`src/cart_pkg.sv`:
```
// Cartridge loader definitions
package cart_pkg;

	//////////////////////////////////////////////////////////////////////
	// Host bus widths
	//////////////////////////////////////////////////////////////////////

	// Byte address width of the host stream
	localparam int addr_w = 25;
	// One bus word carries two ROM bytes
	localparam int data_w = 16;

	//////////////////////////////////////////////////////////////////////
	// Cartridge header layout, byte addresses
	//////////////////////////////////////////////////////////////////////

	// Region letters, two per word at the low address
	localparam logic [addr_w-1:0] hdr_region_lo_addr = 25'h1F0;
	localparam logic [addr_w-1:0] hdr_region_hi_addr = 25'h1F2;

	// First word past the header
	localparam logic [addr_w-1:0] hdr_end_addr = 25'h200;

	// Product ID words, first and last
	localparam logic [addr_w-1:0] id_first_addr = 25'h182;
	localparam logic [addr_w-1:0] id_last_addr  = 25'h18A;

	// ID is complete once this word is written
	localparam logic [addr_w-1:0] id_check_addr = 25'h18C;

	// Product ID length in bytes
	localparam int id_len = 8;

	//////////////////////////////////////////////////////////////////////
	// Profile types
	//////////////////////////////////////////////////////////////////////

	typedef enum logic [1:0] {
		region_jp = 2'd0,
		region_us = 2'd1,
		region_eu = 2'd2
	} region_t;

	typedef enum logic [1:0] {
		auto_header,
		auto_file_ext,
		auto_off
	} auto_mode_t;

	// Region preference, highest first
	typedef enum logic [1:0] {
		prio_us_eu_jp,
		prio_eu_us_jp,
		prio_us_jp_eu,
		prio_jp_us_eu
	} priority_t;

	// Per-title system quirks
	typedef struct packed {
		logic sram;
		logic eeprom;
		logic fifo;
		logic noram;
		logic pier;
		logic ttn2;
		logic svp;
		logic fmbusy;
	} quirk_t;

endpackage

```
`src/load_bus_if.sv`:
```
// Host write stream bus
interface load_bus_if;
	import cart_pkg::*;

	// High for the whole image transfer
	logic              download;
	// One cycle per word
	logic              wr;
	logic [addr_w-1:0] addr;
	// Low byte sits at the even address
	logic [data_w-1:0] data;

	modport source (
		output download, wr, addr, data
	);

	// Passive observers of the stream
	modport snoop (
		input download, wr, addr, data
	);

endinterface

```
`src/cart_id_matcher.sv`:
```
// Product ID quirk matcher
module cart_id_matcher (
	input  logic             clk_sys,
	input  logic             rst_n,
	load_bus_if.snoop        bus,
	output cart_pkg::quirk_t quirks
);
	import cart_pkg::*;

	logic                dl_prev;
	logic                id_wr;
	logic [id_len*8-1:0] cart_id;

	// Known titles, each needing exactly one quirk
	function automatic quirk_t lookup(input logic [id_len*8-1:0] id);
		quirk_t q;
		q = '0;
		case (id)
			"T-081276": q.sram   = 1'b1;
			"T-81406 ": q.sram   = 1'b1;
			"T-081586": q.sram   = 1'b1;
			"T-81576 ": q.sram   = 1'b1;
			"T-81476 ": q.sram   = 1'b1;
			"MK-1215 ": q.eeprom = 1'b1;
			"G-4060  ": q.eeprom = 1'b1;
			"00001211": q.eeprom = 1'b1;
			"MK-1228 ": q.eeprom = 1'b1;
			"G-5538  ": q.eeprom = 1'b1;
			"00004076": q.eeprom = 1'b1;
			"T-12046 ": q.eeprom = 1'b1;
			"T-12053 ": q.eeprom = 1'b1;
			"G-4524  ": q.eeprom = 1'b1;
			"T-113016": q.noram  = 1'b1;
			"T-89016 ": q.fifo   = 1'b1;
			"T-574023": q.pier   = 1'b1;
			"T-574013": q.pier   = 1'b1;
			"TITAN002": q.ttn2   = 1'b1;
			"MK-1229 ": q.svp    = 1'b1;
			"G-7001  ": q.svp    = 1'b1;
			"T-35036 ": q.fmbusy = 1'b1;
			"T-25073 ": q.fmbusy = 1'b1;
			"MK-1137-": q.fmbusy = 1'b1;
			default: ;
		endcase
		return q;
	endfunction

	assign id_wr = bus.wr & bus.download;

	//////////////////////////////////////////////////////////////////////
	// ID assembly
	//////////////////////////////////////////////////////////////////////

	// Words arrive byte swapped, ID starts on the odd byte at 0x183
	always_ff @(posedge clk_sys) begin
		if (id_wr) begin
			case (bus.addr)
				id_first_addr:         cart_id[63:56] <= bus.data[15:8];
				id_first_addr + 25'd2: cart_id[55:40] <= {bus.data[7:0], bus.data[15:8]};
				id_first_addr + 25'd4: cart_id[39:24] <= {bus.data[7:0], bus.data[15:8]};
				id_first_addr + 25'd6: cart_id[23:8]  <= {bus.data[7:0], bus.data[15:8]};
				id_last_addr:          cart_id[7:0]   <= bus.data[7:0];
				default: ;
			endcase
		end
	end

	always_ff @(posedge clk_sys or negedge rst_n) begin
		if (!rst_n) begin
			dl_prev <= 1'b0;
			quirks  <= '0;
		end else begin
			dl_prev <= bus.download;
			if (bus.download & ~dl_prev) quirks <= '0;
			if (id_wr && bus.addr == id_check_addr) quirks <= quirks | lookup(cart_id);
		end
	end

	// Flags are cleared per image so a title never carries two quirks
	a_single_quirk: assert property (
		@(posedge clk_sys) disable iff (!rst_n)
		$onehot0(quirks)
	);

endmodule

```
`src/cart_loader.sv`:
```
// Cartridge header loader top
module cart_loader (
	input  logic                 clk_sys,
	input  logic                 rst_n,
	input  logic                 download,
	input  logic                 wr,
	input  logic [24:0]          addr,
	input  logic [15:0]          data,
	input  logic [7:0]           file_index,
	input  cart_pkg::auto_mode_t auto_mode,
	input  cart_pkg::priority_t  prio,
	output cart_pkg::region_t    region,
	output logic                 region_set,
	output cart_pkg::quirk_t     quirks
);
	import cart_pkg::*;

	logic   hdr_j;
	logic   hdr_u;
	logic   hdr_e;
	logic   hdr_ready;
	logic   dl_start;
	quirk_t id_quirks;

	// Host stream into the shared bus
	load_bus_if bus ();

	assign bus.download = download;
	assign bus.wr       = wr;
	assign bus.addr     = addr;
	assign bus.data     = data;

	region_scanner i_region_scanner (
		.clk_sys   (clk_sys),
		.rst_n     (rst_n),
		.bus       (bus),
		.hdr_j     (hdr_j),
		.hdr_u     (hdr_u),
		.hdr_e     (hdr_e),
		.hdr_ready (hdr_ready),
		.dl_start  (dl_start)
	);

	cart_id_matcher i_cart_id_matcher (
		.clk_sys (clk_sys),
		.rst_n   (rst_n),
		.bus     (bus),
		.quirks  (id_quirks)
	);

	cart_profile_builder i_cart_profile_builder (
		.clk_sys        (clk_sys),
		.rst_n          (rst_n),
		.hdr_j          (hdr_j),
		.hdr_u          (hdr_u),
		.hdr_e          (hdr_e),
		.hdr_ready      (hdr_ready),
		.dl_start       (dl_start),
		.quirks         (id_quirks),
		.file_index     (file_index),
		.auto_mode      (auto_mode),
		.prio           (prio),
		.region         (region),
		.region_set     (region_set),
		.profile_quirks (quirks)
	);

endmodule

```
`src/cart_profile_builder.sv`:
```
// Region and quirk profile builder
module cart_profile_builder (
	input  logic                 clk_sys,
	input  logic                 rst_n,
	input  logic                 hdr_j,
	input  logic                 hdr_u,
	input  logic                 hdr_e,
	input  logic                 hdr_ready,
	input  logic                 dl_start,
	input  cart_pkg::quirk_t     quirks,
	input  logic [7:0]           file_index,
	input  cart_pkg::auto_mode_t auto_mode,
	input  cart_pkg::priority_t  prio,
	output cart_pkg::region_t    region,
	output logic                 region_set,
	output cart_pkg::quirk_t     profile_quirks
);
	import cart_pkg::*;

	logic ready_prev;
	logic ready_rise;
	logic ready_fall;

	// First present region in preference order, else the order's head
	function automatic region_t pick(input logic [2:0] present, input priority_t p);
		region_t ord [3];
		region_t r;
		case (p)
			prio_us_eu_jp: ord = '{region_us, region_eu, region_jp};
			prio_eu_us_jp: ord = '{region_eu, region_us, region_jp};
			prio_us_jp_eu: ord = '{region_us, region_jp, region_eu};
			default:       ord = '{region_jp, region_us, region_eu};
		endcase
		r = ord[0];
		for (int i = 2; i >= 0; i--) begin
			if (present[ord[i]]) r = ord[i];
		end
		return r;
	endfunction

	assign ready_rise = hdr_ready & ~ready_prev;
	assign ready_fall = ready_prev & ~hdr_ready;

	always_ff @(posedge clk_sys or negedge rst_n) begin
		if (!rst_n) begin
			ready_prev     <= 1'b0;
			region         <= region_jp;
			region_set     <= 1'b0;
			profile_quirks <= '0;
		end else begin
			ready_prev <= hdr_ready;
			if (dl_start | ready_fall) region_set <= 1'b0;

			if (ready_rise) begin
				profile_quirks <= quirks;
				case (auto_mode)
					auto_header: begin
						// Present vector is indexed by region code
						region     <= pick({hdr_e, hdr_u, hdr_j}, prio);
						region_set <= 1'b1;
					end
					auto_file_ext: begin
						region     <= region_t'(file_index[7:6]);
						region_set <= |file_index;
					end
					default: ;
				endcase
			end
		end
	end

	a_region_legal: assert property (
		@(posedge clk_sys) disable iff (!rst_n)
		region_set |-> !(&region)
	);

endmodule

```
`src/region_scanner.sv`:
```
// Header region scanner
module region_scanner (
	input  logic      clk_sys,
	input  logic      rst_n,
	load_bus_if.snoop bus,
	output logic      hdr_j,
	output logic      hdr_u,
	output logic      hdr_e,
	output logic      hdr_ready,
	output logic      dl_start
);
	import cart_pkg::*;

	logic       dl_prev;
	logic       hdr_wr;
	// Flag order is j, u, e
	logic [2:0] flags;

	// One region letter to its flag, anything else printable counts as EU
	function automatic logic [2:0] classify(input logic [7:0] b);
		if (b == "J") return 3'b100;
		if (b == "U") return 3'b010;
		if (b >= "0" && b <= "Z") return 3'b001;
		return 3'b000;
	endfunction

	assign dl_start = bus.download & ~dl_prev;
	assign hdr_wr   = bus.wr & bus.download;

	assign {hdr_j, hdr_u, hdr_e} = flags;

	always_ff @(posedge clk_sys or negedge rst_n) begin
		if (!rst_n) begin
			dl_prev   <= 1'b0;
			flags     <= '0;
			hdr_ready <= 1'b0;
		end else begin
			dl_prev <= bus.download;

			// New image, forget the previous header
			if (dl_start) flags <= '0;
			if (dl_prev & ~bus.download) hdr_ready <= 1'b0;

			if (hdr_wr) begin
				case (bus.addr)
					hdr_region_lo_addr: begin
						flags <= flags | classify(bus.data[7:0]) | classify(bus.data[15:8]);
					end
					hdr_region_hi_addr: flags <= flags | classify(bus.data[7:0]);
					hdr_end_addr: hdr_ready <= 1'b1;
					default: ;
				endcase
			end
		end
	end

	// A flag only rises from a header write during a download
	a_flags_need_download: assert property (
		@(posedge clk_sys) disable iff (!rst_n)
		!bus.download |=> ((flags & ~$past(flags)) == 3'b000)
	);

endmodule

```
`config.mk`:
```
export PLATFORM = sky130hd
export DESIGN_NAME = cart_loader
export DESIGN_NICKNAME = d
export VERILOG_FILES = /design/src/cart_pkg.sv /design/src/load_bus_if.sv /design/src/cart_id_matcher.sv /design/src/cart_loader.sv /design/src/cart_profile_builder.sv /design/src/region_scanner.sv
export SDC_FILE = /design/constraint.sdc
export NUM_CORES = 1
export LEC_CHECK = 0
export ABC_CLOCK_PERIOD_IN_PS = 3850
export BUFFER_PORTS_ARGS = -buffer_cell sky130_fd_sc_hd__buf_4
export CAP_MARGIN = 20
export CORE_ASPECT_RATIO = 1.5
export CORE_UTILIZATION = 61
export CTS_CLUSTER_SIZE = 14
export DETAILED_ROUTE_END_ITERATION = 7
export GPL_ROUTABILITY_DRIVEN = 1
export PLACE_DENSITY = 0.89
export RECOVER_POWER = 25
export SYNTH_ARGS = -nofsm -noshare
export SYNTH_HDL_FRONTEND = slang
export SYNTH_SLANG_ARGS = --single-unit
export TNS_END_PERCENT = 1
```
`constraint.sdc`:
```
create_clock -name clk_sys -period 3.85 [get_ports clk_sys]
set_input_delay 0.385 -clock clk_sys [delete_from_list [all_inputs] [get_ports clk_sys]]
set_output_delay 0.385 -clock clk_sys [all_outputs]
set_load 0.05 [all_outputs]
```
==> results.md, run 1 <==
* Part of the cycle the worst path needs at approximately 65%
* Failing checks: design-rule violations
* Dpl hpwl at about 10,000 um
* Synth Register Bits at 89
* RSZ-0062 raised after global routing: false
* GRT Total Usage at approximately 37%
* Die Area at 7450 sq um
* Vias at 3,804
* Fillers at roughly 450
* Cts repair resizes at 0
* Syn Nets at 429
* Placer Congestion at 0.956
* EDFF count, synth at 64
* Latest clock arrival within the worst-skew pair at 0.35 ns
* Switching portion of total power at 21.1%
* Slew Limit Headroom at a little over a third
* Layout cells sized above 1 at 18.6%
* Core region area at 6850 sq um
* Slew Viols, Final at 0
* Setup_tns at 0 ns
* Measured slew at the worst slew-check pin at 0.961 ns
* Crit-path max cell delay at 0.62 ns
* Routed len/inst at 24.7 um
* Design Power at 1.82 mW
* Clock-pin slew on the worst setup and hold paths at around 0.08 ns
* # port buffers at between 60 and 70
* Average size of a mapped cell at 11.6 sq um
* Root buffer cell: clkbuf_8
* Fin. Hold Viols at 0
* Power share of the clock group at 37.7%
* Largest delay share family, worst path: simple AND/OR/NAND/NOR gates
* Most common library cells after synthesis: 64 x edfxtp_1, 33 x nor2_1, 28 x nand2_1
* FFs w/ async S/R, synth at 28.1%
* Postcts setup bufs at 0
* I/O Pins at 68
* Seq pwr share at 56.6%
* Psw at 0.383 mW
* Hold Path Class: in -> reg
* Largest net degree at the start of global routing at 26
* CTS tree: built
* Leak at 1.83 nW
* CP required at 4.11 ns
* Area leader, netlist: edfxtp_1
* First-pass GRT wire length at 20,200 um
* Vias per inst at 7.10
* Num CTS Buffers at 9
* Layout area overhead at 18.4%
* CP startpoint kind: flop
* Cell area after synthesis at 4330 sq um
* YS warnings at 0
* Die Span X at 70.8 um
* Maximum VDD drop at roughly 0.00034 V
* Top FF cell, synth: edfxtp_1
* Num Clock Sinks at 89
* Clock skew at 0.00836 ns
* Mapped Cells at 372
* Power share of the combinational group at 5.7%
* Slowest cell on crit path: nor4_1
* Max Fanout on Critical Path at 6
* Critical setup path kind: reg -> reg
* Clock buffer depth at 2
* CP cell instances: nor4_1 -> nand4_1 -> nor4_1 -> a21oi_1 -> and3_1 -> a32oi_1
* CP arrival at 2.77 ns
* DR pass1 iterations at 8
* GR Overflow Total at 0
* Vias in the first global route at 3,782
* Power per cell area at between 300 and 400 nW/um^2
* Antenna diodes at 0
* P_int at 1.44 mW
* Die Ht at 105 um
* Critical path buffers and inverters at 0
* Fraction of the yosys area taken by sequential cells at 58.8%
* Fmax at 0.398 GHz
* Final setup viols at 0
* Top cell type's share of synthesized area at between 40 and 50%
* Post-route ant nets at 0
* Top cells by area, synth: edfxtp_1 44%, dfrtp_1 14%, nor2_1 2.9%, nor4_1 2.6%, nand3_1 2.5%
* Drt total wl at 13,200 um
* Fin crit period at 2.51 ns
* Most frequent cell after synthesis: edfxtp_1
* # DRC at 4
* Setup crit end kind: flop
* Status: complete, but fails checks
* Most common cell on crit path: nor4_1
* Netlist cell types at 52
* Layout Nets at about 510
* Initial Util at 63.2%
* Initial antenna violation count at 0
* FP Rows at 37
* Max_cap viols at 0
* 1st-iter DRT viols at 424
* # H-tree levels at 3
area by class of cell:
type,count,area (sq um),area share (%)
clock buffer,9,124,2.41
sequential,89,2550,49.7
timing repair buffer,73,487,9.49
inverter,6,22.5,0.439
tap,78,97.6,1.90
clock inverter,6,92.6,1.80
multi-input combinational,275,1760,34.3
per-stage QoR:
stage          cell area, sq um  util (%)  instances  setup slack, ns  hold WS, ns
4_1_cts                    5190      75.8        536             1.43        0.196
3_5_place_dp               4970      72.5        520             1.25        0.303
2_1_floorplan              4330         -        372             1.23       0.0894
5_1_grt                    5130      74.9        536             1.24        0.315
6_report                   5130      74.9        536             1.34        0.304
3_3_place_gp               4970      72.5        520             1.41        0.294
worst min-delay path, cell delays in order:
cell and delay (ns):
buf_4 0.10, o21ai_0 0.08, nand2_1 0.06
timing repair:
| action | CTS | global route |
|---|---|---|
| endpoints found under the hold margin | 25 | 0 |
| hold buffers | 1 | 0 |
| endpoints found under the setup margin | 0 | 0 |
state kept, by name (all words and copies together) (netlist names):
signal                                 cells
i_cart_profile_builder.profile_quirks      8
i_cart_id_matcher.dl_prev                  1
i_region_scanner.flags                     3
i_cart_profile_builder.region_set          1
i_cart_id_matcher.cart_id                 64
i_region_scanner.hdr_ready                 1
i_cart_profile_builder.ready_prev          1
i_cart_id_matcher.quirks                   8
i_cart_profile_builder.region              2
power by group through the flow:
stage          Clock (mW)  Sequential [mW]  Combinational [mW]
6_report            0.686             1.03               0.103
3_5_place_dp            0             1.05               0.106
5_1_grt             0.725             1.03               0.109
2_1_floorplan           0             1.06              0.0193
4_1_cts             0.691             1.03               0.108
3_3_place_gp            0             1.05               0.101
cells by family after synthesis:
family	synth area share, %
simple gates	30.9
buf+inv	0.693
mux	2.57
compound gates	6.82
xor+xnor	0.202
flops	58.8
cells in the final DEF (no fill, tap or decap), types with 4 or more instances in the layout:
master / n
mux2_2: 9
edfxtp_1: 64
nand2b_1: 7
nor4_1: 18
inv_1: 6
nor4b_1: 9
nand2_1: 28
dfrtp_1: 25
nor2b_1: 10
nand3b_1: 4
nand4_1: 15
a21oi_1: 12
and4b_1: 5
clkbuf_1: 17
nor4bb_1: 8
clkbuf_8: 9
and4_1: 8
nand3_1: 22
buf_4: 55
o21ai_0: 8
nor3_1: 16
and2_1: 4
and3_1: 7
nor2_1: 33
per-layer routing:
layer | wire length, um | share of wire [%] | vias to the layer above | track usage, %
li1 | - | - | 1654 | -
met1 | 4560 | 34 | 1808 | 42.3
met2 | 6900 | 52 | 277 | 65.4
met3 | 893 | 6.8 | 65 | 5.11
met4 | 868 | 6.6 | 0 | 23.3
met5 | 0 | 0 | - | 0
worst paths after layout:
kind / endpoint / depth (start not counted) / slack, ns / start
min in group asynchronous: i_cart_profile_builder.profile_quirks[5] / 2 / 0.48 / rst_n
max in group asynchronous: i_cart_profile_builder.ready_prev / 2 / 3.12 / rst_n
worst max register to register: i_cart_id_matcher.quirks[6] / 6 / 1.34 / i_cart_id_matcher.cart_id[9]
worst min register to register: i_cart_profile_builder.ready_prev / 0 / 0.44 / i_region_scanner.hdr_ready
worst min-delay path: i_cart_profile_builder.region[1] / 3 / 0.30 / auto_mode[1]
worst max-delay path: i_cart_id_matcher.quirks[6] / 6 / 1.34 / i_cart_id_matcher.cart_id[9]
(Power assumes the default switching activity.)
==> inputs of run 2 (changes only) <==
--- a/config.mk
+++ b/config.mk
@@ -5,15 +5,15 @@
 export SDC_FILE = /design/constraint.sdc
 export NUM_CORES = 1
 export LEC_CHECK = 0
-export ABC_CLOCK_PERIOD_IN_PS = 3850
+export ABC_CLOCK_PERIOD_IN_PS = 2310
 export BUFFER_PORTS_ARGS = -buffer_cell sky130_fd_sc_hd__buf_4
 export CAP_MARGIN = 20
 export CORE_ASPECT_RATIO = 1.5
-export CORE_UTILIZATION = 61
+export CORE_UTILIZATION = 51
 export CTS_CLUSTER_SIZE = 14
 export DETAILED_ROUTE_END_ITERATION = 7
 export GPL_ROUTABILITY_DRIVEN = 1
-export PLACE_DENSITY = 0.89
+export PLACE_DENSITY = 0.8
 export RECOVER_POWER = 25
 export SYNTH_ARGS = -nofsm -noshare
 export SYNTH_HDL_FRONTEND = slang
==> constraint.sdc (replaced) <==
create_clock -name clk_sys -period 2.31 [get_ports clk_sys]
set_input_delay 0.231 -clock clk_sys [delete_from_list [all_inputs] [get_ports clk_sys]]
set_output_delay 0.231 -clock clk_sys [all_outputs]
set_load 0.05 [all_outputs]
==> run 2 against run 1 <==
Against the previous run: the flow now finishes without violations; sequential share of layout area down 2.1 points; non-clock buffer count grew 13; final area increased by 4.3%; die area increased by 19%; sequential power up 67%; highest routed layer unchanged.
==> results.md, run 2 (synthesis gave the netlist of run 1 again) <==
* CP required at 2.58 ns (-1.53 ns)
* Slew Limit Headroom at 51.4% (+16 points)
* GR Overflow Total at 0 (unchanged)
* GRT Total Usage at 30.7% (-6.7 points)
* First-pass GRT wire length at 19,600 um (-2.7%)
* RSZ-0062 raised after global routing: false
* P_int at 2.54 mW (+77%)
* Num CTS Buffers at 9 (unchanged)
* Layout area overhead at 23.5%
* Clock buffer depth at 2 (unchanged)
* Initial Util at 53.4% (-9.8 points)
* DR pass1 iterations at 4 (-4)
* Setup crit end kind: flop
* FP Rows at 40 (+8.1%)
* Commonest non-fill, non-tap cell in the layout: buf_4
* Power per cell area at 613 nW/um^2 (+73%)
* Clock skew at 0.00413 ns (-0.00424 ns)
* DP Cell Count at 560 (+7.7%)
* CTS tree: built
* Status: complete, no violations
* Commonest non-fill, non-tap cells in the layout: 72 x buf_4, 64 x edfxtp_1, 33 x nor2_1
* Power share of the combinational group at 5.2% (-0.5 points)
* Fin. Hold Viols at 0 (unchanged)
* Initial antenna violation count at 0 (unchanged)
* # port buffers at 67 (unchanged)
* Psw at 0.739 mW (+93%)
* Slowest cell on crit path: and4bb_1
* Die Ht at 115 um (+9.2%)
* Core region area at 8110 sq um (+18%)
* Num Clock Sinks at 89 (unchanged)
* Placer Congestion at 1.00 (+5.0%)
* Drt total wl at 12,900 um (-2.7%)
* Switching portion of total power at 22.5% (+1.5 points)
* Postcts setup bufs at 0 (unchanged)
* Max FFs per register at 64 (unchanged)
* Routed len/inst at 22.3 um (-9.6%)
* Vias at 3,750 (-1.4%)
* Clock-pin slew on the worst setup and hold paths at 0.06 ns (-0.02 ns)
* Fin crit period at 2.10 ns (-0.411 ns)
* Final setup viols at 0 (unchanged)
* Latest clock arrival within the worst-skew pair at 0.35 ns (about the same)
* Largest net degree at the start of global routing at 26 (unchanged)
* CP cell instances: and4bb_1 -> and4b_1 -> nand4_1 -> nor4_1 -> o211ai_1 -> a32oi_1
* I/O Pins at 68 (unchanged)
* Post-Layout Cell Count at 577 (+7.6%)
* Fmax at 0.476 GHz (+20%)
* Maximum VDD drop at 0.000824 V (+140%)
* Root buffer cell: clkbuf_16
* Crit-path max cell delay at 0.41 ns (-0.21 ns)
* Setup_tns at 0 ns (unchanged)
* Antenna diodes at 0 (unchanged)
* Seq pwr share at 52.4% (-4.2 points)
* 1st-iter DRT viols at 245 (-42%)
* Max Fanout on Critical Path at 6 (unchanged)
* Hold Path Class: in -> reg
* Post-route ant nets at 0 (unchanged)
* Measured slew at the worst slew-check pin at 0.719 ns (-0.242 ns)
* Slew Viols, Final at 0 (unchanged)
* Largest reg by FF count: i_cart_id_matcher.cart_id
* Max_cap viols at 0 (unchanged)
* Vias per inst at 6.50 (-8.4%)
* CP startpoint kind: flop
* Die Span X at 77.3 um (+9.1%)
* Critical setup path kind: reg -> reg
* Leak at 1.95 nW (+6.7%)
* Layout cells sized above 1 at 22.0% (+3.5 points)
* Regs by FF count: i_cart_id_matcher.cart_id x64, i_cart_id_matcher.quirks x8, i_cart_profile_builder.profile_quirks x8
* # DRC at 0 (-4)
* Part of the cycle the worst path needs at 91.0% (+26 points)
* Layout Nets at 524 (+2.5%)
* CP arrival at 2.37 ns (-0.40 ns)
* Dpl hpwl at 10,100 um (+0.30%)
* Die Area at 8870 sq um (+19%)
* Vias in the first global route at 3,736 (-1.2%)
* Power share of the clock group at 42.4% (+4.7 points)
* # H-tree levels at 3 (unchanged)
[run 2: worst max-delay path: cells and delay by family (launching register included)]
| kind | cells | cell delay, ns |
|---|---|---|
| DFF | 1 | 0.36 |
| AOI/OAI and AO/OA | 2 | 0.41 |
| and+or+nand+nor | 4 | 1.24 |
[run 2: final cells by class]
cell class	count	area, sq um
Tap cell	105	131
Multi-Input combinational cell	275	1770
Fill cell	639	2760
Inverter	6	22.5
Clock buffer	9	225
Clock inverter	7	60.1
Sequential cell	89	2550
Timing Repair Buffer	86	599
[run 2: worst paths after layout]
check,start,end,slack [ns],depth (start not counted)
hold reg to reg,i_region_scanner.hdr_ready,i_cart_profile_builder.ready_prev,0.42,0
hold / removal,download,i_cart_id_matcher.dl_prev,0.15,1
setup / recovery,i_cart_id_matcher.cart_id[22],i_cart_id_matcher.quirks[6],0.21,6
max in group asynchronous,rst_n,i_cart_id_matcher.dl_prev,1.75,2
min in group asynchronous,rst_n,i_cart_id_matcher.quirks[7],0.32,2
setup reg to reg,i_cart_id_matcher.cart_id[22],i_cart_id_matcher.quirks[6],0.21,6
[run 2: what timing repair did]
action / 4_1_cts / 5_1_grt
resized for setup: 0 / 1
endpoints found under the setup margin: 0 / 1
hold buffers: 1 / 0
endpoints found under the hold margin: 25 / 0
[run 2: per-layer routing]
| layer | wire, um | up-vias | global-route usage (%) |
|---|---|---|---|
| li1 | - | 1683 | - |
| met1 | 4500 | 1817 | 31.8 |
| met2 | 6910 | 193 | 54.7 |
| met3 | 619 | 57 | 5.95 |
| met4 | 824 | 0 | 22.8 |
| met5 | 0 | - | 0 |
[run 2: stage by stage]
stage / hold WS, ns / utilization (%) / setup slack [ns] / power, mW / area [sq um]
5_1_grt: 0.146 / 66.0 / 0.0328 / 3.38 / 5350
3_5_place_dp: 0.152 / 62.9 / 0.188 / 1.93 / 5100
3_3_place_gp: 0.144 / 62.9 / 0.175 / 1.92 / 5100
6_report: 0.151 / 66.0 / 0.209 / 3.28 / 5350
2_1_floorplan: -0.0646 / - / 0.0631 / 1.79 / 4340
4_1_cts: 0.0451 / 66.5 / 0.177 / 3.31 / 5390
[run 2: power groups by stage]
stage,clock network (mW),logic [mW],registers (mW)
final,1.39,0.169,1.72
after detailed placement,0,0.178,1.75
after CTS,1.41,0.179,1.72
after global placement,0,0.171,1.75
after floorplan,0,0.0322,1.76
after global routing,1.48,0.183,1.72
==> inputs of run 3 (changes only) <==
--- a/config.mk
+++ b/config.mk
@@ -5,7 +5,7 @@
 export SDC_FILE = /design/constraint.sdc
 export NUM_CORES = 1
 export LEC_CHECK = 0
-export ABC_CLOCK_PERIOD_IN_PS = 2310
+export ABC_CLOCK_PERIOD_IN_PS = 1750
 export BUFFER_PORTS_ARGS = -buffer_cell sky130_fd_sc_hd__buf_4
 export CAP_MARGIN = 20
 export CORE_ASPECT_RATIO = 1.5
==> constraint.sdc (replaced) <==
create_clock -name clk_sys -period 1.75 [get_ports clk_sys]
set_input_delay 0.175 -clock clk_sys [delete_from_list [all_inputs] [get_ports clk_sys]]
set_output_delay 0.175 -clock clk_sys [all_outputs]
set_load 0.05 [all_outputs]
==> run 3 against run 2 <==
Against the previous run: the flow now finishes with violations (negative setup slack); cell count rose by 14%; routed wire length rose by 18%; final area rose by 16%; core utilization rose by 10 points; clock-buffer cell count did not move; die area did not move; non-clock buffer count rose by 79; fmax rose by 6.0%; setup slack got worse by 0.44 ns; register-to-register slack got worse by 0.44 ns; power rose by 33%; critical path type unchanged; highest routed layer unchanged.
==> results.md, run 3 (synthesis gave the netlist of run 1 again) <==
* Status: complete, but fails checks
* Fin. Hold Viols at 0 (unchanged)
* Setup crit end kind: flop
* Vias at 4,086 (+9.0%)
* Vias in the first global route at 4,210 (+13%)
* CP arrival at 2.25 ns (-0.12 ns)
* Commonest non-fill, non-tap cells in the layout: 146 x buf_4, 64 x edfxtp_1, 30 x nor2_1
* Final worst slack at -0.233 ns (-0.442 ns)
* Vias per inst at 6.23 (-4.2%)
* Largest reg by FF count: i_cart_id_matcher.cart_id
* Final core occ at 76.3% (+10 points)
* 1st-iter DRT viols at 268 (+9.4%)
* Die Span X at 77.3 um (unchanged)
* I/O Pins at 68 (unchanged)
* GR Overflow Total at 0 (unchanged)
* Critical setup path kind: reg -> reg
* Hold Path Class: in -> reg
* # H-tree levels at 3 (unchanged)
* Initial antenna violation count at 0 (unchanged)
* Antenna diodes at 0 (unchanged)
* DR WL met2 at 8260 um (+19%)
* CTS tree: built
* Leak at 2.40 nW (+23%)
* Core region area at 8110 sq um (unchanged)
* Uppermost layer routed: met4
* Root buffer cell: clkbuf_16
* Slowest cell on crit path: or4_4
* Commonest non-fill, non-tap cell in the layout: buf_4
* First-pass GRT wire length at 22,700 um (+16%)
* Part of the cycle the worst path needs at 113% (+22 points)
* Post-route ant nets at 0 (unchanged)
* Fmax at 0.504 GHz (+6.0%)
* Failing checks: negative setup slack
* Critical path buffers and inverters at 2 (+2)
* # port buffers at 67 (unchanged)
* Initial Util at 53.4% (unchanged)
* WL met1 at 5070 um (+12%)
* Layout cells sized above 1 at 38.7% (+17 points)
* FP Rows at 40 (unchanged)
* Design Power at 4.36 mW (+33%)
* Largest delay share family, worst path: simple AND/OR/NAND/NOR gates
* CP required at 2.01 ns (-0.57 ns)
* Max FFs per register at 64 (unchanged)
* Placer Congestion at 0.964 (-4.0%)
* Met3 WL at 744 um (+20%)
* Setup_tns at -1.24 ns (-1.24 ns)
* Slew Limit Headroom at 71.0% (+20 points)
* Num CTS Buffers at 9 (unchanged)
* Die Area at 8870 sq um (unchanged)
* Routed len/inst at 23.1 um (+3.5%)
* CP startpoint kind: flop
* Fin crit period at 1.98 ns (-0.118 ns)
* Layout area overhead at 42.7%
* Final setup viols at 8 (+8)
* Num Clock Sinks at 89 (unchanged)
* Dpl hpwl at 11,300 um (+13%)
* RSZ-0062 raised after global routing: true
* Slew Viols, Final at 0 (unchanged)
* Clock buffer depth at 2 (unchanged)
* # DRC at 0 (unchanged)
* Clock-pin slew on the worst setup and hold paths at 0.07 ns (about the same)
* Largest net degree at the start of global routing at 26 (unchanged)
* GRT Total Usage at 35.8% (+5.1 points)
* Crit-path max cell delay at 0.49 ns (+0.08 ns)
* Worst slack at placement at -0.369 ns (-0.558 ns)
* Fillers at 541 (-15%)
* Maximum VDD drop at 0.000762 V (-7.5%)
* Max Fanout on Critical Path at 3 (-3)
* Drt total wl at 15,100 um (+18%)
* Die Ht at 115 um (unchanged)
* Power per cell area at 705 nW/um^2 (+15%)
* CP cell instances: buf_6 -> nor4bb_2 -> buf_4 -> nand4_1 -> or4_4 -> o31ai_2
* Layout Nets at 603 (+15%)
* Max_cap viols at 0 (unchanged)
* Measured slew at the worst slew-check pin at 0.428 ns (-0.291 ns)
* Latest clock arrival within the worst-skew pair at 0.36 ns (about the same)
* DR pass1 iterations at 4 (unchanged)
* Clock skew at 0.00773 ns (+0.00360 ns)
* Regs by FF count: i_cart_id_matcher.cart_id x64, i_cart_id_matcher.quirks x8, i_cart_profile_builder.profile_quirks x8
## run 3: routing by layer
metal,track usage [%],vias to the layer above
li1,-,1841
met1,36.2,1968
met2,66.6,209
met3,5.32,68
met4,25.3,0
met5,0,-
## run 3: stage by stage
step | cells | hold slack, ns | area, sq um
detailed placement | 634 | 0.0952 | 5700
global route | 656 | 0.0855 | 6180
CTS | 654 | 0.0579 | 6180
global placement | 634 | 0.0896 | 5700
finish | 656 | 0.0775 | 6180
floorplan | 372 | -0.121 | 4350
## run 3: worst paths after layout
check / startpoint / endpoint / slack [ns] / cells past startpoint
max in group asynchronous: rst_n / i_cart_id_matcher.quirks[4] / 1.24 / 2
worst max register to register: i_cart_id_matcher.cart_id[15] / i_cart_id_matcher.quirks[3] / -0.23 / 6
worst max-delay path: i_cart_id_matcher.cart_id[15] / i_cart_id_matcher.quirks[3] / -0.23 / 6
min in group asynchronous: rst_n / i_cart_id_matcher.quirks[0] / 0.26 / 2
worst min register to register: i_region_scanner.hdr_ready / i_cart_profile_builder.ready_prev / 0.44 / 0
worst min-delay path: data[0] / i_cart_id_matcher.cart_id[32] / 0.08 / 1
## run 3: worst reg2reg max path, delay by kind of cell (launching register included)
family | cells | cell delay [ns]
buffers and inverters | 2 | 0.29
flip-flops | 1 | 0.42
AND/OR/NAND/NOR | 3 | 0.95
AO/OA/AOI/OAI | 1 | 0.23
## run 3: what timing repair did
item,CTS,global route
hold buffers,1,0
gates resized for setup,27,8
endpoints found under the hold margin,25,0
endpoints found under the setup margin,8,8
pin swaps,14,2
buffers inserted,3,2
## run 3: where the power goes
| group | switching (mW) | leakage (nW) | total [mW] | internal (mW) |
|---|---|---|---|---|
| clock network | 0.874 | 0.135 | 1.86 | 0.984 |
| logic | 0.135 | 1.35 | 0.235 | 0.100 |
| registers | 0.00263 | 0.919 | 2.27 | 2.27 |
| total | 1.01 | 2.40 | 4.36 | 3.35 |
## run 3: layout make-up
| cell class | count | area (sq um) | area share, % |
|---|---|---|---|
| well taps | 105 | 131 | 2.12 |
| repair buffers | 165 | 1230 | 19.9 |
| multi-input cells | 275 | 1970 | 31.8 |
| clock inverters | 7 | 57.6 | 0.931 |
| inverters | 6 | 22.5 | 0.364 |
| clock buffers | 9 | 225 | 3.64 |
| flip-flops and latches | 89 | 2550 | 41.2 |
